`src/design/arp_pkg.sv`:
```
`default_nettype none

package arp_pkg;

	////////////////////////////////////////////////////////////
	// Widths with a meaning

	typedef logic [47:0] mac_addr_t;
	typedef logic [31:0] ipv4_addr_t;
	typedef logic [31:0] eth_word_t;
	// Valid bytes in a stream word, 1 to 4
	typedef logic [2:0]  byte_count_t;
	typedef logic [7:0]  apb_addr_t;
	typedef logic [15:0] perf_count_t;

	////////////////////////////////////////////////////////////
	// Stream buses

	// Receive side, at the MAC and behind the header parser
	typedef struct packed {
		logic        start;
		logic        data_valid;
		byte_count_t bytes_valid;
		eth_word_t   data;
		logic        commit;
		logic        drop;
	} eth_rx_bus_t;

	// Reply body plus its destination, responder to framer
	typedef struct packed {
		logic        start;
		logic        data_valid;
		byte_count_t bytes_valid;
		eth_word_t   data;
		mac_addr_t   dst_mac;
		logic        commit;
		logic        drop;
	} eth_tx_l2_bus_t;

	// Protocol constants
	localparam logic [15:0] ETHERTYPE_ARP   = 16'h0806;
	localparam logic [15:0] ETHERTYPE_IPV4  = 16'h0800;
	localparam logic [15:0] ARP_OP_REQUEST  = 16'h0001;
	localparam logic [15:0] ARP_OP_REPLY    = 16'h0002;
	localparam logic [15:0] ARP_HW_ETHERNET = 16'h0001;
	localparam mac_addr_t   BROADCAST_MAC   = '1;

	// APB register map, byte addresses
	localparam apb_addr_t REG_MAC_HI  = 8'h00;
	localparam apb_addr_t REG_MAC_LO  = 8'h04;
	localparam apb_addr_t REG_IP      = 8'h08;
	localparam apb_addr_t REG_REPLIES = 8'h0C;
	localparam apb_addr_t REG_LOST    = 8'h10;

endpackage

`default_nettype wire

```
`src/design/eth_rx_header_parser.sv`:
```
`timescale 1ns/10ps
`default_nettype none

module eth_rx_header_parser import arp_pkg::*; (
	input  wire              clk,
	input  wire              rst,
	input  wire eth_rx_bus_t rx_bus,
	input  wire mac_addr_t   our_mac,
	output eth_rx_bus_t      l2_bus,
	output logic             headers_valid,
	output logic             ethertype_is_arp
);

	// Index 4 means the header is done and words are payload
	localparam logic [2:0] HDR_WORDS = 3'd4;

	logic [2:0]  hdr_idx;
	logic [2:0]  cur_idx;
	logic [15:0] dst_hi;
	mac_addr_t   dst_mac;
	logic        dst_ok;

	// A word arriving with start is word 0 of the new frame
	always_comb begin
		cur_idx = rx_bus.start ? 3'd0 : hdr_idx;
		// Full destination, valid while word 1 is on the bus
		dst_mac = {dst_hi, rx_bus.data};
	end

	always_ff @(posedge clk) begin
		if (rst) begin
			hdr_idx           <= '0;
			dst_ok            <= 1'b0;
			headers_valid     <= 1'b0;
			ethertype_is_arp  <= 1'b0;
			l2_bus.start      <= 1'b0;
			l2_bus.data_valid <= 1'b0;
			l2_bus.commit     <= 1'b0;
			l2_bus.drop       <= 1'b0;
		end else begin
			// Frame markers go through with one cycle of delay
			l2_bus.start      <= rx_bus.start;
			l2_bus.commit     <= rx_bus.commit;
			l2_bus.drop       <= rx_bus.drop;
			l2_bus.data_valid <= 1'b0;
			headers_valid     <= 1'b0;

			if (rx_bus.start) begin
				hdr_idx <= '0;
				dst_ok  <= 1'b0;
			end

			if (rx_bus.data_valid) begin
				case (cur_idx)
					// Alignment pad, then dst[47:32]
					3'd0: dst_hi <= rx_bus.data[15:0];
					// dst[31:0], filter on our MAC or broadcast
					3'd1: begin
						dst_ok <= (dst_mac == our_mac) || (dst_mac == BROADCAST_MAC);
						if ((dst_mac != our_mac) && (dst_mac != BROADCAST_MAC))
							l2_bus.drop <= 1'b1;
					end
					// Source MAC is of no interest here
					3'd2: ;
					// src[15:0] plus ethertype
					3'd3: begin
						ethertype_is_arp <= rx_bus.data[15:0] == ETHERTYPE_ARP;
						headers_valid    <= dst_ok;
					end
					// Payload of frames that passed the filter
					default: begin
						l2_bus.data_valid  <= dst_ok;
						l2_bus.data        <= rx_bus.data;
						l2_bus.bytes_valid <= rx_bus.bytes_valid;
					end
				endcase

				if (cur_idx != HDR_WORDS)
					hdr_idx <= cur_idx + 3'd1;
			end
		end
	end

endmodule

`default_nettype wire

```
`src/design/arp_responder.sv`:
```
`timescale 1ns/10ps
`default_nettype none

module arp_responder import arp_pkg::*; (
	input  wire              clk,
	input  wire              rst,
	input  wire eth_rx_bus_t l2_bus,
	input  wire              headers_valid,
	input  wire              ethertype_is_arp,
	input  wire mac_addr_t   our_mac,
	input  wire ipv4_addr_t  our_ip,
	output eth_tx_l2_bus_t   reply_bus
);

	typedef enum logic [3:0] {
		ST_IDLE,
		ST_L2_HEADER,
		ST_BODY_0,
		ST_BODY_1,
		ST_BODY_2,
		ST_BODY_3,
		ST_BODY_4,
		ST_BODY_5,
		ST_BODY_6,
		ST_COMMIT
	} state_t;

	state_t     state;
	mac_addr_t  sender_mac;
	ipv4_addr_t sender_ip;
	ipv4_addr_t target_ip;
	logic       word_ok;
	logic       word_bad;
	logic       in_frame;

	// Every body word must carry all 4 bytes
	assign word_ok  = l2_bus.data_valid && (l2_bus.bytes_valid == 3'd4);
	assign word_bad = l2_bus.data_valid && (l2_bus.bytes_valid != 3'd4);
	// Waiting for header or body words
	assign in_frame = (state != ST_IDLE) && (state != ST_COMMIT);

	always_ff @(posedge clk) begin
		if (rst) begin
			state                <= ST_IDLE;
			reply_bus.start      <= 1'b0;
			reply_bus.data_valid <= 1'b0;
			reply_bus.commit     <= 1'b0;
			reply_bus.drop       <= 1'b0;
		end else begin
			reply_bus.start       <= l2_bus.start;
			reply_bus.drop        <= l2_bus.drop;
			reply_bus.data_valid  <= 1'b0;
			reply_bus.commit      <= 1'b0;
			reply_bus.bytes_valid <= 3'd4;

			case (state)
				ST_IDLE:
					if (l2_bus.start)
						state <= ST_L2_HEADER;

				// Only ARP goes on, other ethertypes are dropped
				ST_L2_HEADER:
					if (headers_valid) begin
						if (ethertype_is_arp) begin
							state <= ST_BODY_0;
						end else begin
							state          <= ST_IDLE;
							reply_bus.drop <= 1'b1;
						end
					end

				////////////////////////////////////////////////////////////
				// Body, one reply word per request word

				// HTYPE Ethernet, PTYPE IPv4, echoed unchanged
				ST_BODY_0:
					if (word_ok) begin
						if (l2_bus.data == {ARP_HW_ETHERNET, ETHERTYPE_IPV4}) begin
							state                <= ST_BODY_1;
							reply_bus.data_valid <= 1'b1;
							reply_bus.data       <= {ARP_HW_ETHERNET, ETHERTYPE_IPV4};
						end else begin
							state          <= ST_IDLE;
							reply_bus.drop <= 1'b1;
						end
					end

				// HLEN 6, PLEN 4, only requests get answered
				ST_BODY_1:
					if (word_ok) begin
						if (l2_bus.data == {16'h0604, ARP_OP_REQUEST}) begin
							state                <= ST_BODY_2;
							reply_bus.data_valid <= 1'b1;
							reply_bus.data       <= {16'h0604, ARP_OP_REPLY};
						end else begin
							// Replies and unknown opcodes end here
							state          <= ST_IDLE;
							reply_bus.drop <= 1'b1;
						end
					end

				// SHA upper, answered with our MAC upper
				ST_BODY_2:
					if (word_ok) begin
						state                <= ST_BODY_3;
						sender_mac[47:16]    <= l2_bus.data;
						reply_bus.data_valid <= 1'b1;
						reply_bus.data       <= our_mac[47:16];
					end

				// SHA lower plus SPA upper
				ST_BODY_3:
					if (word_ok) begin
						state                 <= ST_BODY_4;
						sender_mac[15:0]      <= l2_bus.data[31:16];
						sender_ip[31:16]      <= l2_bus.data[15:0];
						reply_bus.data_valid  <= 1'b1;
						reply_bus.data        <= {our_mac[15:0], our_ip[31:16]};
					end

				// SPA lower plus THA upper, sender MAC now complete
				ST_BODY_4:
					if (word_ok) begin
						state                <= ST_BODY_5;
						sender_ip[15:0]      <= l2_bus.data[31:16];
						reply_bus.data_valid <= 1'b1;
						reply_bus.data       <= {our_ip[15:0], sender_mac[47:32]};
						reply_bus.dst_mac    <= sender_mac;
					end

				// THA lower, not needed
				ST_BODY_5:
					if (word_ok) begin
						state                <= ST_BODY_6;
						reply_bus.data_valid <= 1'b1;
						reply_bus.data       <= sender_mac[31:0];
					end

				// TPA, checked once the frame is complete
				ST_BODY_6:
					if (word_ok) begin
						state                <= ST_COMMIT;
						target_ip            <= l2_bus.data;
						reply_bus.data_valid <= 1'b1;
						reply_bus.data       <= sender_ip;
					end

				// Trailing pad is ignored until the frame commits
				ST_COMMIT:
					if (target_ip != our_ip) begin
						state          <= ST_IDLE;
						reply_bus.drop <= 1'b1;
					end else if (l2_bus.commit) begin
						state            <= ST_IDLE;
						reply_bus.commit <= 1'b1;
					end

				default: state <= ST_IDLE;
			endcase

			// Short word or early end of frame
			if (in_frame && (word_bad || l2_bus.commit)) begin
				state          <= ST_IDLE;
				reply_bus.drop <= 1'b1;
			end

			// Aborted frame cancels whatever is in progress
			if (l2_bus.drop)
				state <= ST_IDLE;
		end
	end

endmodule

`default_nettype wire

```
`src/design/eth_tx_framer.sv`:
```
`timescale 1ns/10ps
`default_nettype none

module eth_tx_framer import arp_pkg::*; (
	input  wire                 clk,
	input  wire                 rst,
	input  wire eth_tx_l2_bus_t reply_bus,
	input  wire mac_addr_t      our_mac,
	input  wire                 tx_ready,
	output logic                tx_valid,
	output eth_word_t           tx_data,
	output logic                tx_last,
	output byte_count_t         tx_bytes_valid,
	output logic                reply_sent,
	output logic                reply_lost
);

	localparam int         BODY_WORDS = 7;
	// 4 header words plus 7 body words
	localparam logic [3:0] LAST_IDX   = 4'd10;

	eth_word_t  body_buf [BODY_WORDS];
	logic [2:0] wr_idx;
	mac_addr_t  dst_q;
	logic [3:0] tx_idx;
	logic [2:0] body_idx;
	logic       busy;
	// Reply started while a frame was on the wire
	logic       skip;
	logic       body_full;
	logic       wr_en;

	assign body_full      = wr_idx == 3'(BODY_WORDS);
	assign wr_en          = reply_bus.data_valid && !busy && !skip && !body_full;
	assign body_idx       = 3'(tx_idx - 4'd4);
	assign tx_valid       = busy;
	assign tx_last        = busy && (tx_idx == LAST_IDX);
	assign tx_bytes_valid = 3'd4;

	// Header in front, then the buffered body
	always_comb begin
		case (tx_idx)
			4'd0:    tx_data = {16'h0000, dst_q[47:32]};
			4'd1:    tx_data = dst_q[31:0];
			4'd2:    tx_data = our_mac[47:16];
			4'd3:    tx_data = {our_mac[15:0], ETHERTYPE_ARP};
			default: tx_data = body_buf[body_idx];
		endcase
	end

	// Body storage
	always_ff @(posedge clk) begin
		if (wr_en)
			body_buf[wr_idx] <= reply_bus.data;
	end

	always_ff @(posedge clk) begin
		if (rst) begin
			wr_idx     <= '0;
			tx_idx     <= '0;
			busy       <= 1'b0;
			skip       <= 1'b0;
			reply_sent <= 1'b0;
			reply_lost <= 1'b0;
		end else begin
			reply_sent <= 1'b0;
			reply_lost <= 1'b0;

			// New or dropped reply restarts the buffer
			if (reply_bus.start || reply_bus.drop)
				wr_idx <= '0;
			else if (wr_en)
				wr_idx <= wr_idx + 3'd1;
			if (reply_bus.start)
				skip <= busy;

			// Word handshake
			if (busy && tx_ready) begin
				if (tx_last) begin
					busy       <= 1'b0;
					reply_sent <= 1'b1;
				end else begin
					tx_idx <= tx_idx + 4'd1;
				end
			end

			// Launch a complete body, or count it as lost
			if (reply_bus.commit) begin
				wr_idx <= '0;
				if (busy || skip) begin
					reply_lost <= 1'b1;
				end else if (body_full) begin
					busy   <= 1'b1;
					tx_idx <= '0;
					dst_q  <= reply_bus.dst_mac;
				end
			end
		end
	end

endmodule

`default_nettype wire

```
`src/design/arp_config_regs.sv`:
```
`timescale 1ns/10ps
`default_nettype none

module arp_config_regs import arp_pkg::*; #(
	parameter mac_addr_t  RESET_MAC = 48'h02_00_00_00_00_01,
	parameter ipv4_addr_t RESET_IP  = 32'hC0A8_0001
) (
	input  wire              clk,
	input  wire              rst,
	input  wire              psel,
	input  wire              penable,
	input  wire              pwrite,
	input  wire apb_addr_t   paddr,
	input  wire [31:0]       pwdata,
	output logic [31:0]      prdata,
	output logic             pready,
	output logic             pslverr,
	input  wire              reply_sent,
	input  wire              reply_lost,
	output mac_addr_t        our_mac,
	output ipv4_addr_t       our_ip
);

	logic        access;
	logic        addr_ok;
	logic        read_only;
	perf_count_t replies;
	perf_count_t lost;

	// Counters stick at all ones
	function automatic perf_count_t sat_inc(perf_count_t value, logic inc);
		return (inc && (value != '1)) ? value + 16'd1 : value;
	endfunction

	// Zero wait states, every access completes at once
	assign access  = psel && penable;
	assign pready  = 1'b1;
	assign pslverr = access && (!addr_ok || (pwrite && read_only));

	////////////////////////////////////////////////////////////
	// Address decode and read mux

	always_comb begin
		addr_ok   = 1'b1;
		read_only = 1'b0;
		prdata    = '0;
		case (paddr)
			REG_MAC_HI:  prdata = {16'h0000, our_mac[47:32]};
			REG_MAC_LO:  prdata = our_mac[31:0];
			REG_IP:      prdata = our_ip;
			REG_REPLIES: begin
				prdata    = {16'h0000, replies};
				read_only = 1'b1;
			end
			REG_LOST: begin
				prdata    = {16'h0000, lost};
				read_only = 1'b1;
			end
			default: addr_ok = 1'b0;
		endcase
	end

	always_ff @(posedge clk) begin
		if (rst) begin
			our_mac <= RESET_MAC;
			our_ip  <= RESET_IP;
			replies <= '0;
			lost    <= '0;
		end else begin
			replies <= sat_inc(replies, reply_sent);
			lost    <= sat_inc(lost, reply_lost);
			// Rejected writes leave the registers alone
			if (access && pwrite && !pslverr) begin
				case (paddr)
					REG_MAC_HI: our_mac[47:32] <= pwdata[15:0];
					REG_MAC_LO: our_mac[31:0]  <= pwdata;
					REG_IP:     our_ip         <= pwdata;
					default: ;
				endcase
			end
		end
	end

endmodule

`default_nettype wire

```
`src/design/arp_offload_top.sv`:
```
`timescale 1ns/10ps
`default_nettype none

module arp_offload_top import arp_pkg::*; #(
	parameter mac_addr_t  RESET_MAC = 48'h02_00_00_00_00_01,
	parameter ipv4_addr_t RESET_IP  = 32'hC0A8_0001
) (
	input  wire              clk,
	input  wire              rst,
	// Receive stream from the MAC
	input  wire eth_rx_bus_t rx_bus,
	// Transmit stream to the MAC
	input  wire              tx_ready,
	output logic             tx_valid,
	output eth_word_t        tx_data,
	output logic             tx_last,
	output byte_count_t      tx_bytes_valid,
	// APB configuration port
	input  wire              psel,
	input  wire              penable,
	input  wire              pwrite,
	input  wire apb_addr_t   paddr,
	input  wire [31:0]       pwdata,
	output logic [31:0]      prdata,
	output logic             pready,
	output logic             pslverr
);

	mac_addr_t      our_mac;
	ipv4_addr_t     our_ip;
	eth_rx_bus_t    l2_bus;
	logic           headers_valid;
	logic           ethertype_is_arp;
	eth_tx_l2_bus_t reply_bus;
	logic           reply_sent;
	logic           reply_lost;

	eth_rx_header_parser parser_i (
		.clk              (clk),
		.rst              (rst),
		.rx_bus           (rx_bus),
		.our_mac          (our_mac),
		.l2_bus           (l2_bus),
		.headers_valid    (headers_valid),
		.ethertype_is_arp (ethertype_is_arp)
	);

	// Request checks and reply body
	arp_responder responder_i (
		.clk              (clk),
		.rst              (rst),
		.l2_bus           (l2_bus),
		.headers_valid    (headers_valid),
		.ethertype_is_arp (ethertype_is_arp),
		.our_mac          (our_mac),
		.our_ip           (our_ip),
		.reply_bus        (reply_bus)
	);

	eth_tx_framer framer_i (
		.clk            (clk),
		.rst            (rst),
		.reply_bus      (reply_bus),
		.our_mac        (our_mac),
		.tx_ready       (tx_ready),
		.tx_valid       (tx_valid),
		.tx_data        (tx_data),
		.tx_last        (tx_last),
		.tx_bytes_valid (tx_bytes_valid),
		.reply_sent     (reply_sent),
		.reply_lost     (reply_lost)
	);

	// Addresses and counters
	arp_config_regs #(
		.RESET_MAC (RESET_MAC),
		.RESET_IP  (RESET_IP)
	) regs_i (
		.clk        (clk),
		.rst        (rst),
		.psel       (psel),
		.penable    (penable),
		.pwrite     (pwrite),
		.paddr      (paddr),
		.pwdata     (pwdata),
		.prdata     (prdata),
		.pready     (pready),
		.pslverr    (pslverr),
		.reply_sent (reply_sent),
		.reply_lost (reply_lost),
		.our_mac    (our_mac),
		.our_ip     (our_ip)
	);

endmodule

`default_nettype wire

```
`config.mk`:
```
export PLATFORM = sky130hd
export DESIGN_NAME = arp_offload_top
export DESIGN_NICKNAME = d
export VERILOG_FILES = /design/src/design/arp_pkg.sv /design/src/design/eth_rx_header_parser.sv /design/src/design/arp_responder.sv /design/src/design/eth_tx_framer.sv /design/src/design/arp_config_regs.sv /design/src/design/arp_offload_top.sv
export SDC_FILE = /design/constraint.sdc
export NUM_CORES = 1
export LEC_CHECK = 0
export ABC_AREA = 1
export BUFFER_PORTS_ARGS = -buffer_cell sky130_fd_sc_hd__buf_2
export CORE_AREA = 4 4 218 326
export CTS_BUF_LIST = sky130_fd_sc_hd__clkbuf_4 sky130_fd_sc_hd__clkbuf_8
export CTS_CLUSTER_SIZE = 8
export DETAILED_ROUTE_END_ITERATION = 7
export DIE_AREA = 0 0 222 330
export SETUP_SLACK_MARGIN = 0.5
export SLEW_MARGIN = 20
export SYNTH_ARGS = -nofsm -noshare
export SYNTH_HDL_FRONTEND = slang
export SYNTH_SLANG_ARGS = --single-unit
```
`constraint.sdc`:
```
create_clock -name clk -period 8.6 [get_ports clk]
set_clock_uncertainty 0.2 [all_clocks]
set_input_delay 0.86 -clock clk [delete_from_list [all_inputs] [get_ports clk]]
set_output_delay 0.86 -clock clk [all_outputs]
set_load 0.02 [all_outputs]
```
==> Word level (Yosys, flattened, before mapping) <==
Memories as Yosys holds them, arrays and structs flattened.
Index checks and enable logic that the tools add are counted.
{ "classes": {"add_sub_neg": 6, "eq_ne": 47, "n_mux": 68, "bitwise": 8, "reduce_logical": 57} }
{ "ops": {"columns": ["cell", "count"], "rows": [
  ["32-bit two-way mux", 8],
  ["32-bit one-hot mux with 7 select lines", 1],
  ["32-bit one-hot mux with 5 select lines", 1],
  ["32-bit one-hot mux with 4 select lines", 1],
  ["80-bit two-way mux", 1],
  ["4-bit two-way mux", 16],
  ["48-bit == test", 1],
  ["48-bit == test, second input constant", 1],
  ["48-bit != test", 1],
  ["48-bit != test, second input constant", 1],
  ["4-bit one-hot mux with 10 select lines", 1],
  ["16-bit by 1-bit adder with 16-bit output, second input constant", 2],
  ["32-bit by 17-bit == test with 1-bit output, second input constant", 1],
  ["32-bit by 27-bit == test with 1-bit output, second input constant", 1],
  ["16-bit != test, second input constant", 2],
  ["32-bit != test", 1],
  ["1-bit two-way mux", 31],
  ["2-bit by 1-bit != test with 1-bit output, second input constant", 9],
  ["3-bit AND reduction", 6],
  ["1-bit logical AND", 17],
  ["16-bit by 12-bit == test with 1-bit output, second input constant", 1],
  ["4-bit by 2-bit == test with 1-bit output, second input constant", 4],
  ["4-bit by 3-bit == test with 1-bit output, second input constant", 4],
  ["8-bit by 4-bit == test with 1-bit output, second input constant", 2],
  ["other kinds (35)", 72]
]} }
{ "totals": {"register_bits": 432, "ram_bits": 224, "input_bits": 85, "output_inout_bits": 71, "n_memories": 1} }
{ "mem_list": {"columns": ["name", "depth", "word_bits", "rd", "rd_clocked_by_memory_dff", "write_ports", "line_no", "source"], "rows": [
  ["framer_i.body_buf", 7, 32, 1, 0, 1, "eth_tx_framer.sv:22", "eth_word_t body_buf [BODY_WORDS];"]
]} }

==> Longest topological paths before layout <==
{ "logic_depth": {"ltp_word": 9, "mapped_depth": 13} }

==> Cells and area by module <==
From an unflattened synthesis, not the netlist that was laid out.
{ "unflattened": {"cells_unflattened": 2993, "hier_area_um2": 28805.1} }
{ "modules_own_cells": {"columns": ["mod", "n_inst", "cells_each", "area_each_um2"], "rows": [
  ["eth_tx_framer", 1, 1167, 12151.7],
  ["arp_responder", 1, 630, 8037.7],
  ["arp_config_regs", 1, 878, 5645.4],
  ["eth_rx_header_parser", 1, 318, 2970.3]
]} }

==> Least setup slack after synthesis <==
OpenSTA, ideal clock, no wires.
{ "synth_timing": {"path_kind": "reg2reg", "from": "reg responder_i.state[3]", "to": "reg, netlist name responder_i.reply_bus[10]", "setup_ns": 0.486, "arrival_ns": 3.996, "slack_ns": 3.917, "path_stages_with_launch": 9, "period_less_slack_ns": 4.683, "path_cell_list": "dfxtp_1 inv_2 nand2_1 nor3_2 inv_1 nor2_2 inv_2 clkbuf_1 nor2_1"} }
{ "synth_between": {"elab_chain_len": 2} }
{ "synth_lines": {"columns": ["element", "line_no", "source"], "rows": [
  ["from (decl)", "arp_responder.sv:28", "state_t state;"],
  ["from (signal assigned)", "arp_responder.sv:44", "state <= ST_IDLE;"],
  ["from (signal assigned)", "arp_responder.sv:59", "state <= ST_L2_HEADER;"],
  ["from (signal assigned)", "arp_responder.sv:65", "state <= ST_BODY_0;"],
  ["4-bit by 3-bit == test with 1-bit output", "arp_responder.sv:56", "case (state)"],
  ["3-bit AND reduction (no source line)", null, null]
]} }
Every way passes these cells.
A chain may end at the register's enable or synchronous reset.

==> Final worst setup path <==
{ "layout_timing": {"from": "reg framer_i.tx_idx[1]", "to": "out tx_data[8]"} }
{ "layout_between": {"elab_chain_len": 3} }
{ "layout_lines": {"columns": ["element", "line_no", "source"], "rows": [
  ["from (decl)", "eth_tx_framer.sv:25", "logic [3:0] tx_idx;"],
  ["from (signal assigned)", "eth_tx_framer.sv:83", "tx_idx <= tx_idx + 4'd1;"],
  ["3-bit subtractor", "eth_tx_framer.sv:35", "assign body_idx = 3'(tx_idx - 4'd4);"],
  ["memory read 7 x 32 bit", null, null],
  ["32-bit one-hot mux with 4 select lines (*)", "eth_tx_framer.sv:42", "case (tx_idx)"],
  ["to (decl)", "arp_offload_top.sv:15", "output eth_word_t tx_data,"]
]} }
Every way passes the cells marked *; elsewhere a longest branch is shown, timed or not.

==> metrics.md <==
| Metric | Value |
|---|---|
| Status | `finished clean` |
| Fin nets | `2,741` |
| Worst-margin pin slew | `1060 ps` |
| Final Instance Area | `30,800 um2` |
| Synth top area cells | `edfxtp_1 (57%), dfxtp_1 (10%), nand2_1 (6.4%), nor2_1 (3.9%), o21ai_0 (3.2%)` |
| Max frequency | `188 MHz` |
| Share of layout cells above drive strength 1 | `14.6%` |
| CTS Buf Count | `96` |
| CP delay by family, top | `buffers and inverters` |
| DPL Wire Length | `55.3 mm` |
| Seq/Total Area, Yosys | `67.5%` |
| Post-synth EDFFs | `515` |
| Area grow syn2layout | `13.6%` |
| CP Max Fanout | `34` |
| Initial antenna violation count | `2` |
| Ports | `156` |
| Cell Chain, Critical Path | `ha_1, inv_1, nor3_1, clkinv_1, nand4_1, clkinv_1, buf_4, a211oi_1, a31oi_1, buf_2` |
| Setup TNS | `0 ps` |
| GRT overflow | `0` |
| Post-synth top area cell | `edfxtp_1` |
| RSZ-0062 raised after global routing | `false` |
| CTS root buffer | `clkbuf_8` |
| Antenna-violating nets left | `0` |
| First-pass GRT wire length | `115 mm` |
| All-Layer GR Usage | `20.5%` |
| Initial Utilization | `39.9%` |
| Detailed Route WL | `77.6 mm` |
| Period Utilization, post-route | `61.8%` |
| Max cap viols | `0` |
| Postcts setup bufs | `0` |
| Final min period | `5310 ps` |
| Pre-Repair DR Iteration Count | `5` |
| Synth Register Bits | `656` |
| CP required | `7540 ps` |
| Placeable Area | `67,900 um2` |
| PnR worst setup slack | `3290 ps` |
| Synthesized cell area | `27,100 um2` |
| Top-count cell post-synth | `edfxtp_1` |
| Die Width | `222 um` |
| Filler instances | `6,386` |
| Startpoint types | `flop` |
| Hold buffer count at CTS | `0` |
| Most instantiated cells after synthesis | `edfxtp_1 (515), nand2_1 (459), nor2_1 (279)` |
| Max IR drop VDD | `0.000109 V` |
| Largest net degree at the start of global routing | `101` |
| Pwr/cell area | `199 nW/um2` |
| Worst Path Buf+Inv | `5` |
| Die Height | `330 um` |
| Avg Cell Area, Syn | `11.0 um2` |
| Clock latency on the worst-skew pair | `680 ps` |
| Max-slew violations | `0` |
| Clk slew on worst S/H paths | `60 ps` |
| Final Setup Violations | `0` |
| Setup WS pre-CTS | `3900 ps` |
| Distinct cells, synth | `47` |
| Remaining DRCs | `0` |
| CP max stage cell | `dfxtp_1` |
| # port buffers | `151` |
| Die area | `73,300 um2` |
| Placed Instance Area | `28,800 um2` |
| Rel. slew slack | `29.0%` |
| CTS H-tree depth | `3` |
| Yosys warns | `0` |
| DR WL/cell | `21.5 um` |
| Final Hold Fails | `0` |
| Post-cts sizing count | `0` |
| Clk sink count | `656` |
| Synth top area share | `57.1%` |
| Mapped Cells | `2,471` |
| CP most frequent cell | `clkinv_1` |
| CP Data Arrival Time | `4250 ps` |
| Via/cell ratio | `5.35` |
| Max stage delay on crit path | `940 ps` |
| Iteration-0 DRC Markers | `1,749` |
| Asr flop ratio synth | `0%` |
| Vias in the first global route | `18,900` |
| FP Rows | `117` |
| Routed vias | `19,300` |
| CP Capture Type | `output port` |
| Placer Congestion | `0.909` |
| Crit Path Class | `reg -> out` |
| Hold Path Class | `in -> reg` |
| CTS tree | `yes` |
| Max clock buf depth | `3` |
| Leakage | `10.8 nW` |
| Top FF cell, synth | `edfxtp_1` |
-- logic make-up (layout without fill, tap and decap cells) --
group | count (synthesis) | count (layout) | share of synthesized area, %
AOI/OAI and AO/OA | 518 | 518 | 11.4
xor gates and xnor gates | 63 | 63 | 2.04
buffers and inverters | 310 | 555 | 4.55
DFF | 656 | 656 | 67.5
adders and majority gates | 13 | 13 | 0.601
other | 2 | 6 | 0.0277
and+or+nand+nor | 909 | 909 | 13.9
-- state kept, by name, indices dropped and copies added (netlist names), 3 cells and up --
signal,cells
responder_i.reply_bus,84
parser_i.l2_bus,39
responder_i.state,4
framer_i.body_buf,224
responder_i.target_ip,32
regs_i.lost,16
responder_i.sender_mac,48
framer_i.wr_idx,3
responder_i.sender_ip,32
regs_i.our_ip,32
regs_i.replies,16
framer_i.tx_idx,4
framer_i.dst_q,48
parser_i.hdr_idx,3
parser_i.dst_hi,16
regs_i.our_mac,48
-- cell usage in the layout (no fill, tap or decap), types with 10 or more instances in the layout --
| cell | instances |
|---|---|
| inv_1 | 189 |
| xnor2_1 | 53 |
| dfxtp_1 | 139 |
| buf_2 | 151 |
| a21oi_1 | 166 |
| xor2_1 | 10 |
| a221oi_1 | 27 |
| edfxtp_1 | 515 |
| o22ai_1 | 60 |
| nand3_1 | 85 |
| nand2_1 | 459 |
| buf_4 | 28 |
| inv_2 | 10 |
| o221ai_1 | 45 |
| o2111ai_1 | 13 |
| nor3_1 | 28 |
| nand4_1 | 23 |
| clkbuf_4 | 62 |
| ha_1 | 13 |
| o21ai_0 | 171 |
| clkbuf_8 | 101 |
| nor2_1 | 269 |
-- worst paths after layout --
kind / from / to / slack (ps) / cells past startpoint
worst min-delay path: rx_bus[34] / parser_i.l2_bus[34]$_DFFE_PP_ / 170 / 1
worst min register to register: responder_i.reply_bus[24]$_DFFE_PP_ / framer_i.dst_q[22]$_DFFE_PP_ / 220 / 0
worst max-delay path: framer_i.tx_idx[1]$_SDFF_PP0_ / tx_data[8] / 3290 / 10
worst max register to register: responder_i.state[3]$_SDFFE_PP0P_ / responder_i.sender_ip[26]$_DFFE_PP_ / 4870 / 6
-- power by group --
part           internal (mW)  switching, mW
Clock                   1.35           1.16
Combinational         0.0660          0.141
Sequential              3.40         0.0115
-- per-layer routing --
layer | part of all wire, % | global-route usage, % | routed length [um]
met1 | 40 | 25.4 | 31200
met2 | 51 | 36.5 | 39600
met3 | 4.9 | 2.65 | 3830
met4 | 3.8 | 7.96 | 2980
met5 | 0 | 0 | 0
-- metrics by stage --
stage | utilization, % | std cells | hold slack (ps) | power (mW)
5_1_grt | 45.3 | 3612 | 129 | 6.34
4_1_cts | 45.2 | 3609 | 106 | 6.19
6_report | 45.3 | 3612 | 170 | 6.13
3_3_place_gp | 42.4 | 3436 | 201 | 3.68
2_1_floorplan | - | 2473 | 200 | 3.59
3_5_place_dp | 42.4 | 3436 | 205 | 3.68
-- final cells by class --
class	count	area (um2)	area share (%)
Inverter	202	758	2.47
Clock inverter	10	63.8	0.207
Sequential cell	656	18300	59.5
Multi-Input combinational cell	1507	7680	25.0
Timing Repair Buffer	180	993	3.23
Clock buffer	163	1860	6.03
Tap cell	892	1120	3.63
Antenna cell	2	5.00	0.0163
Power figures use the tool's default switching activity.
